`config.mk`:
```
export PLATFORM = sky130hd
export DESIGN_NAME = serv_core
export DESIGN_NICKNAME = d
export VERILOG_FILES = /design/src/design/serv_pkg.sv /design/src/design/serv_core.sv /design/src/design/serv_result.sv /design/src/design/serv_execute.sv /design/src/design/serv_regfile.sv /design/src/design/serv_decode.sv
export VERILOG_INCLUDE_DIRS = /design/src /design/src/design
export SDC_FILE = /design/constraint.sdc
export NUM_CORES = 1
export LEC_CHECK = 0
export BUFFER_PORTS_ARGS = -buffer_cell sky130_fd_sc_hd__buf_2
export CAP_MARGIN = 20
export CELL_PAD_IN_SITES_DETAIL_PLACEMENT = 1
export CELL_PAD_IN_SITES_GLOBAL_PLACEMENT = 2
export CORE_MARGIN = 8
export CORE_UTILIZATION = 40
export CTS_CLUSTER_SIZE = 8
export DETAILED_ROUTE_END_ITERATION = 10
export PLACE_DENSITY_LB_ADDON = 0.25
export SYNTH_ARGS = -nofsm -noshare
export SYNTH_HDL_FRONTEND = slang
export SYNTH_SLANG_ARGS = --single-unit
```
`constraint.sdc`:
```
create_clock -name clk -period 5.6 [get_ports clk]
set_clock_uncertainty 0.2 [all_clocks]
set_input_delay 1.4 -clock clk [delete_from_list [all_inputs] [get_ports clk]]
set_output_delay 1.4 -clock clk [all_outputs]
set_load 0.05 [all_outputs]
```
`src/design/serv_settings.svh`:
```
`ifndef SERV_SETTINGS_SVH
`define SERV_SETTINGS_SVH

// Data and instruction width
`define SERV_XLEN 32
`define SERV_CNT_W 5

`define SERV_RESET_PC 32'h0000_0000

// Major opcodes handled by the datapath
`define SERV_OPCODE_OP 7'b0110011
`define SERV_OPCODE_OPIMM 7'b0010011

// Rising edges from the fetch acknowledge to the retire strobe
`define SERV_RETIRE_LATENCY 34

`endif
```
`src/design/serv_pkg.sv`:
```
`include "serv_settings.svh"

package serv_pkg;

   // Register-register layout
   typedef struct packed {
      logic [6:0] funct7;
      logic [4:0] rs2;
      logic [4:0] rs1;
      logic [2:0] funct3;
      logic [4:0] rd;
      logic [6:0] opcode;
   } instr_r_s;

   // Register-immediate layout
   typedef struct packed {
      logic [11:0] imm12;
      logic [4:0]  rs1;
      logic [2:0]  funct3;
      logic [4:0]  rd;
      logic [6:0]  opcode;
   } instr_i_s;

   typedef union packed {
      instr_r_s r;
      instr_i_s i;
   } instr_u;

   typedef enum logic [2:0] {
      ALU_ADD,
      ALU_SUB,
      ALU_AND,
      ALU_OR,
      ALU_XOR,
      ALU_SLT,
      ALU_SLTU
   } alu_op_e;

   typedef struct packed {
      alu_op_e     op;
      logic [4:0]  rs1;
      logic [4:0]  rs2;
      logic [4:0]  rd;
      logic        use_imm;
      logic        wen;
      logic [11:0] imm;
   } decoded_s;

   typedef struct packed {
      logic [4:0]            rd;
      logic                  wen;
      logic [`SERV_XLEN-1:0] data;
   } retire_s;

endpackage

```
`src/design/serv_core.sv`:
```
`timescale 1ns/1ns
`include "serv_settings.svh"

module serv_core
   import serv_pkg::*;
(
   input  logic                  clk,
   input  logic                  i_reset,
   output logic                  o_ibus_cyc,
   output logic [`SERV_XLEN-1:0] o_ibus_adr,
   input  logic                  i_ibus_ack,
   input  instr_u                i_ibus_rdt,
   output retire_s               o_retire,
   output logic                  o_retire_valid
);

   decoded_s              dec;
   logic                  start;
   logic [`SERV_XLEN-1:0] rs1;
   logic [`SERV_XLEN-1:0] rs2;
   logic                  rd_bit;
   logic                  bit_valid;
   logic                  last;
   logic                  cmp;

   serv_decode decode (
      .clk            (clk),
      .i_reset        (i_reset),
      .i_ibus_ack     (i_ibus_ack),
      .i_ibus_rdt     (i_ibus_rdt),
      .i_retire_valid (o_retire_valid),
      .o_ibus_cyc     (o_ibus_cyc),
      .o_ibus_adr     (o_ibus_adr),
      .o_dec          (dec),
      .o_start        (start)
   );

   serv_regfile regfile (
      .clk            (clk),
      .i_rs1_addr     (dec.rs1),
      .i_rs2_addr     (dec.rs2),
      .o_rs1          (rs1),
      .o_rs2          (rs2),
      .i_retire       (o_retire),
      .i_retire_valid (o_retire_valid)
   );

   serv_execute execute (
      .clk         (clk),
      .i_reset     (i_reset),
      .i_start     (start),
      .i_dec       (dec),
      .i_rs1       (rs1),
      .i_rs2       (rs2),
      .o_rd_bit    (rd_bit),
      .o_bit_valid (bit_valid),
      .o_last      (last),
      .o_cmp       (cmp)
   );

   serv_result result (
      .clk            (clk),
      .i_reset        (i_reset),
      .i_dec          (dec),
      .i_rd_bit       (rd_bit),
      .i_bit_valid    (bit_valid),
      .i_last         (last),
      .i_cmp          (cmp),
      .o_retire       (o_retire),
      .o_retire_valid (o_retire_valid)
   );

endmodule

```
`src/design/serv_result.sv`:
```
`timescale 1ns/1ns
`include "serv_settings.svh"

module serv_result
   import serv_pkg::*;
(
   input  logic     clk,
   input  logic     i_reset,
   input  decoded_s i_dec,
   input  logic     i_rd_bit,
   input  logic     i_bit_valid,
   input  logic     i_last,
   input  logic     i_cmp,
   output retire_s  o_retire,
   output logic     o_retire_valid
);

   logic [`SERV_XLEN-1:0] res;
   logic                  is_cmp;

   assign is_cmp = (i_dec.op == ALU_SLT) || (i_dec.op == ALU_SLTU);

   // Bits arrive LSB first and enter at the top
   always_ff @(posedge clk) begin
      if (i_bit_valid) begin
         if (i_last && is_cmp) begin
            res <= {{(`SERV_XLEN-1){1'b0}}, i_cmp};
         end else begin
            res <= {i_rd_bit, res[`SERV_XLEN-1:1]};
         end
      end
   end

   always_ff @(posedge clk) begin
      if (i_reset) begin
         o_retire_valid <= 1'b0;
      end else begin
         o_retire_valid <= i_bit_valid && i_last;
      end
   end

   assign o_retire = '{rd: i_dec.rd, wen: i_dec.wen, data: res};

endmodule

```
`src/design/serv_execute.sv`:
```
`timescale 1ns/1ns
`include "serv_settings.svh"

module serv_execute
   import serv_pkg::*;
(
   input  logic                  clk,
   input  logic                  i_reset,
   input  logic                  i_start,
   input  decoded_s              i_dec,
   input  logic [`SERV_XLEN-1:0] i_rs1,
   input  logic [`SERV_XLEN-1:0] i_rs2,
   output logic                  o_rd_bit,
   output logic                  o_bit_valid,
   output logic                  o_last,
   output logic                  o_cmp
);

   logic [`SERV_XLEN-1:0]  op_a;
   logic [`SERV_XLEN-1:0]  op_b;
   logic [`SERV_CNT_W-1:0] cnt;
   logic                   active;
   alu_op_e                op;
   logic                   carry;
   logic                   carry_next;
   logic                   a;
   logic                   b;
   logic                   sum;
   logic                   lt_signed;
   logic                   lt_unsigned;

   // SUB and both compares run through the subtract path
   function automatic logic subtracts(input alu_op_e f_op);
      return (f_op == ALU_SUB) || (f_op == ALU_SLT) || (f_op == ALU_SLTU);
   endfunction

   always_ff @(posedge clk) begin
      if (i_reset) begin
         active <= 1'b0;
         cnt    <= '0;
      end else if (i_start) begin
         active <= 1'b1;
         cnt    <= '0;
      end else if (active) begin
         cnt <= cnt + 1'b1;
         if (&cnt) begin
            active <= 1'b0;
         end
      end
   end

   always_ff @(posedge clk) begin
      if (i_start) begin
         op_a  <= i_rs1;
         op_b  <= i_dec.use_imm ? {{(`SERV_XLEN-12){i_dec.imm[11]}}, i_dec.imm} : i_rs2;
         op    <= i_dec.op;
         carry <= subtracts(i_dec.op);
      end else if (active) begin
         op_a  <= op_a >> 1;
         op_b  <= op_b >> 1;
         carry <= carry_next;
      end
   end

   assign a          = op_a[0];
   assign b          = op_b[0] ^ subtracts(op);
   assign sum        = a ^ b ^ carry;
   assign carry_next = (a & b) | (carry & (a ^ b));

   always_comb begin
      case (op)
         ALU_AND: o_rd_bit = a & op_b[0];
         ALU_OR:  o_rd_bit = a | op_b[0];
         ALU_XOR: o_rd_bit = a ^ op_b[0];
         default: o_rd_bit = sum;
      endcase
   end

   // On the last bit a and op_b[0] are the sign bits
   assign lt_signed   = (a != op_b[0]) ? a : sum;
   // No carry out means a borrow
   assign lt_unsigned = !carry_next;

   assign o_cmp       = (op == ALU_SLT) ? lt_signed : lt_unsigned;
   assign o_bit_valid = active;
   assign o_last      = active && (&cnt);

endmodule

```
`src/design/serv_regfile.sv`:
```
`timescale 1ns/1ns
`include "serv_settings.svh"

module serv_regfile
   import serv_pkg::*;
(
   input  logic                  clk,
   input  logic [4:0]            i_rs1_addr,
   input  logic [4:0]            i_rs2_addr,
   output logic [`SERV_XLEN-1:0] o_rs1,
   output logic [`SERV_XLEN-1:0] o_rs2,
   input  retire_s               i_retire,
   input  logic                  i_retire_valid
);

   // x1 to x31 only
   logic [`SERV_XLEN-1:0] regs [1:31];

   always_ff @(posedge clk) begin
      if (i_retire_valid && i_retire.wen && (i_retire.rd != 5'd0)) begin
         regs[i_retire.rd] <= i_retire.data;
      end
   end

   // x0 reads as zero
   assign o_rs1 = (i_rs1_addr == 5'd0) ? '0 : regs[i_rs1_addr];
   assign o_rs2 = (i_rs2_addr == 5'd0) ? '0 : regs[i_rs2_addr];

endmodule

```
`src/design/serv_decode.sv`:
```
`timescale 1ns/1ns
`include "serv_settings.svh"

module serv_decode
   import serv_pkg::*;
(
   input  logic                  clk,
   input  logic                  i_reset,
   input  logic                  i_ibus_ack,
   input  instr_u                i_ibus_rdt,
   input  logic                  i_retire_valid,
   output logic                  o_ibus_cyc,
   output logic [`SERV_XLEN-1:0] o_ibus_adr,
   output decoded_s              o_dec,
   output logic                  o_start
);

   localparam logic [1:0] ST_IDLE  = 2'd0;
   localparam logic [1:0] ST_FETCH = 2'd1;
   localparam logic [1:0] ST_BUSY  = 2'd2;

   logic [1:0]            state;
   logic [`SERV_XLEN-1:0] pc;
   logic                  fetched;
   instr_u                ir;
   decoded_s              dec_next;
   logic                  is_op;
   logic                  is_opimm;
   logic                  f3_ok;
   logic                  f7_ok;
   logic                  supported;

   always_ff @(posedge clk) begin
      if (i_reset) begin
         state   <= ST_IDLE;
         pc      <= `SERV_RESET_PC;
         fetched <= 1'b0;
         o_start <= 1'b0;
      end else begin
         fetched <= 1'b0;
         o_start <= fetched;
         case (state)
            ST_IDLE: begin
               state <= ST_FETCH;
            end
            ST_FETCH: begin
               if (i_ibus_ack) begin
                  state   <= ST_BUSY;
                  fetched <= 1'b1;
               end
            end
            ST_BUSY: begin
               if (i_retire_valid) begin
                  state <= ST_FETCH;
                  pc    <= pc + 32'd4;
               end
            end
            default: begin
               state <= ST_IDLE;
            end
         endcase
      end
   end

   always_ff @(posedge clk) begin
      if (o_ibus_cyc && i_ibus_ack) begin
         ir <= i_ibus_rdt;
      end
      // Decoded fields register one edge after the word
      if (fetched) begin
         o_dec <= dec_next;
      end
   end

   always_comb begin
      is_op    = (ir.r.opcode == `SERV_OPCODE_OP);
      is_opimm = (ir.i.opcode == `SERV_OPCODE_OPIMM);
      // Only SUB may set funct7 bit 5
      f7_ok    = !is_op || (ir.r.funct7 == 7'b0000000) ||
                 ((ir.r.funct7 == 7'b0100000) && (ir.r.funct3 == 3'b000));
      f3_ok    = 1'b1;
      dec_next.op = ALU_ADD;
      case (ir.r.funct3)
         3'b000:  dec_next.op = (is_op && ir.r.funct7[5]) ? ALU_SUB : ALU_ADD;
         3'b010:  dec_next.op = ALU_SLT;
         3'b011:  dec_next.op = ALU_SLTU;
         3'b100:  dec_next.op = ALU_XOR;
         3'b110:  dec_next.op = ALU_OR;
         3'b111:  dec_next.op = ALU_AND;
         default: f3_ok = 1'b0;
      endcase
      supported = (is_op || is_opimm) && f3_ok && f7_ok;
      // Anything else retires as a plain add with no write
      if (!supported) begin
         dec_next.op = ALU_ADD;
      end
      dec_next.rs1     = ir.r.rs1;
      dec_next.rs2     = ir.r.rs2;
      dec_next.rd      = ir.r.rd;
      dec_next.use_imm = is_opimm;
      dec_next.wen     = supported && (ir.r.rd != 5'd0);
      dec_next.imm     = ir.i.imm12;
   end

   assign o_ibus_cyc = (state == ST_FETCH);
   assign o_ibus_adr = pc;

endmodule

```
==> impl_results.md <==
- Final weighted congestion in routability-driven placement: around 0.84
- Mean post-synth cell area: around 18 um^2
- Xor/xnor share of the synthesized area: 0.469%
- Required arrival time at the worst endpoint: about 4.0 ns
- Post-synthesis sequential area ratio: approximately two thirds
- Top-level port count: ~110
- Floorplan die height: 384 um
- Primary flip-flop cell chosen by synthesis mapping: sky130_fd_sc_hd__edfxtp_1
- Synth Register Bits: 1202
- Worst skew pair latency: 0.78 ns
- DP HPWL: 113 mm
- Run status: finished, final reports clean
- Power density over the cells: roughly 330 nW/um^2
- Worst-case setup margin in the final layout: ~1.7 ns
- Via count of the first global-routing pass: 34400
- Post-route setup TNS: 0 ns
- Final Setup Violations: 0
- Critical path fanouts, max: 18
- Total track usage: around 25%
- Nature of the critical path startpoint: register
- Async set or reset register ratio after synthesis: 0%
- Number of distinct library cell variants in the gate-level netlist after synthesis: 59
- Commonest non-fill, non-tap cells in the layout: sky130_fd_sc_hd__edfxtp_1, sky130_fd_sc_hd__mux4_2, sky130_fd_sc_hd__mux2i_1
- Post-CTS setup buffer count: 0
- Critical Path End Type: output port
- Crit path kind: reg2out
- Routed WL per cell: 36.9 um
- Slew Limit Headroom: 18.3%
- Count of max-cap constraint violations: 0
- Number of violations reported at the end of detailed-routing iteration 0: 3636
- Static leakage power: 0.0200 uW
- H-tree levels: 4
- Post-synthesis compound-gate area fraction: between 5 and 6%
- Max-slew violations: 0
- Clock root cell: sky130_fd_sc_hd__clkbuf_16
- Core Rows: 135
- Number of iterations in the first detailed-routing pass: 5
- Minimum clock period: 3.88 ns
- Aggregate routed wire length: around 190 mm
- Standard cell core area: roughly 130000 um^2
- Initial cell density of the core: about 40%
- Gate count after technology mapping: 3060
- Remaining antenna violation count: 0
- Area growth syn-to-layout: 14.1%
- Antenna violations before repair: 9
- First-pass GRT wire length: 262 mm
- Final instance area: 61900 um^2
- Number of nets in the finished design: 3263
- Worst setup slack before clock tree synthesis: 1.95 ns
- Maximum buffer depth of the clock tree: 3
- Total DRC errors in the routed layout: 0
- Arithmetic-cell share of the synthesized area counting full adders, half adders and majority gates: 0.152%
- Port bufs: roughly 100
- Largest net degree at the start of global routing: 114
- Commonest non-fill, non-tap cell in the layout: sky130_fd_sc_hd__edfxtp_1
- Total Power: 20300 uW
- TritonCTS clock tree: yes
- Max rail drop VDD: 0.000270 V
- Period utilization: just under 70%
- Final Core Density: 45.8%
- # clock sinks: between 1000 and 1500
- Detailed-route via count: 32800
- Clock input transition at the sequential cells of the worst setup and hold paths: 0.05 ns
- Chip Width: 384 um
- Area after detailed placement: 57100 um^2
- Post_cts resized: 0
- Ratio of cells with drive above 1 in the final layout: 27.0%
- Unrepaired setup endpoints after global routing: no
- Multiplexer fraction of the synthesized cell area: 21.0%
- Routed vias/inst: 6.47
- Simple-gate portion of the synthesized area: 4.34%
- Number of buffers created by CTS: 169
- Area of the mapped netlist: 54200 um^2
- Slew of the pin with the lowest slew margin: approximately 1.2 ns
- Upper clock frequency limit: approximately 0.26 GHz
- Main combinational cell family by area after synthesis: multiplexers
- Final global-route overflow total: 0
- Worst path arrival time: 2.28 ns
- Post-cts hold buffer count: 0
- Path category of the worst min-delay check: reg2reg
- Number of enable-type register cells in the synthesized netlist: 1151
- Synthesis warning total: 0
- Final Hold Fails: 0
- Overall die area: around 150000 um^2
- Worst reg2reg setup slack: 1.94 ns
[metrics by stage]
stage	instances	hold slack, ns
after global placement	4825	0.241
after detailed placement	4828	0.240
after floorplan	3061	0.220
after global routing	5061	0.262
final	5063	0.242
after CTS	5057	0.245
[flip-flops by register name, indices dropped and copies added (netlist names), named ones only]
signal / count
result.res: 32
regfile.regs: 992
execute.op_a: 32
execute.op: 3
decode.ir: 32
decode.state: 2
decode.o_start: 1
execute.op_b: 32
decode.o_ibus_adr: 30
execute.cnt: 5
decode.fetched: 1
decode.o_dec: 27
result.o_retire_valid: 1
execute.o_bit_valid: 1
execute.carry: 1
[cells in the mapped netlist (10+ instances only)]
cell type	number	area share, %
sky130_fd_sc_hd__buf_1	14	0.097
sky130_fd_sc_hd__nand3b_1	18	0.25
sky130_fd_sc_hd__dfxtp_1	51	1.9
sky130_fd_sc_hd__mux4_2	387	16
sky130_fd_sc_hd__o21ai_0	34	0.31
sky130_fd_sc_hd__mux2i_1	247	4.6
sky130_fd_sc_hd__nor2_1	164	1.1
sky130_fd_sc_hd__buf_6	21	0.44
sky130_fd_sc_hd__nor2b_1	66	0.76
sky130_fd_sc_hd__mux2_2	16	0.33
sky130_fd_sc_hd__a31oi_1	30	0.35
sky130_fd_sc_hd__o22ai_1	89	1.0
sky130_fd_sc_hd__nand3_1	32	0.30
sky130_fd_sc_hd__a21oi_1	43	0.40
sky130_fd_sc_hd__nor3_1	57	0.53
sky130_fd_sc_hd__clkbuf_1	97	0.67
sky130_fd_sc_hd__xor2_1	16	0.26
sky130_fd_sc_hd__inv_1	12	0.083
sky130_fd_sc_hd__xnor2_1	13	0.21
sky130_fd_sc_hd__edfxtp_1	1151	64
sky130_fd_sc_hd__o221ai_1	20	0.32
sky130_fd_sc_hd__nand4_1	10	0.12
sky130_fd_sc_hd__o21bai_1	16	0.22
sky130_fd_sc_hd__nand2b_1	12	0.14
sky130_fd_sc_hd__a211oi_1	104	1.4
sky130_fd_sc_hd__or3_1	19	0.22
sky130_fd_sc_hd__a22oi_1	48	0.66
sky130_fd_sc_hd__buf_2	60	0.55
sky130_fd_sc_hd__a22o_1	18	0.29
sky130_fd_sc_hd__buf_4	47	0.65
sky130_fd_sc_hd__nand2_1	43	0.30
sky130_fd_sc_hd__and3_1	19	0.22
sky130_fd_sc_hd__a221o_1	25	0.46
[final timing paths]
kind | startpoint | end | depth (start not counted)
max reg2reg | register | execute.op_b[5]$_DFFE_PP_ | 6
min | decode.ir[10]$_DFFE_PP_ | decode.o_dec[17]$_DFFE_PP_ | 0
min reg2reg | decode.ir[10]$_DFFE_PP_ | decode.o_dec[17]$_DFFE_PP_ | 0
max | result.res[17]$_SDFFCE_PN0P_ | o_retire[17] | 2
[cell families (layout without fill, tap and decap cells)]
family / count (synthesis) / count (layout)
DFF: 1202 / 1202
other: 1 / 4
and+or+nand+nor: 466 / 466
muxes: 650 / 650
xor gates and xnor gates: 29 / 29
adders and majority gates: 6 / 6
AOI/OAI and AO/OA: 454 / 454
buffers and inverters: 252 / 471
[where the power goes]
| group | switching [uW] | total, uW | internal, uW | leakage [uW] |
|---|---|---|---|---|
| clock network | 3740 | 9330 | 5590 | 0.00226 |
| registers | 80.7 | 9900 | 9820 | 0.0108 |
| logic | 667 | 1100 | 428 | 0.00696 |
| total | 4490 | 20300 | 15800 | 0.0200 |
[per-layer routing]
metal	wire length, um	GRT usage [%]	vias up
met3	15700	5.15	383
met4	7180	9.12	6
met5	35	0	-
li1	-	-	13100
met2	89200	40.4	1688
met1	75000	33.5	17600
[layout make-up]
cell class	instances	area [um^2]
antenna	2	5.00
clock buffer	219	4520
clock inverter	10	131
fill	12600	73100
inverter	13	48.8
multi-input combinational	1607	17600
sequential	1202	35600
tap	1781	2230
timing repair buffer	229	1720
[critical path, stage by stage (launching register included)]
cell and delay (ns):
sky130_fd_sc_hd__edfxtp_1 0.83, sky130_fd_sc_hd__buf_4 0.35, sky130_fd_sc_hd__buf_2 0.31
No activity file was read; power rests on OpenSTA's default activity.
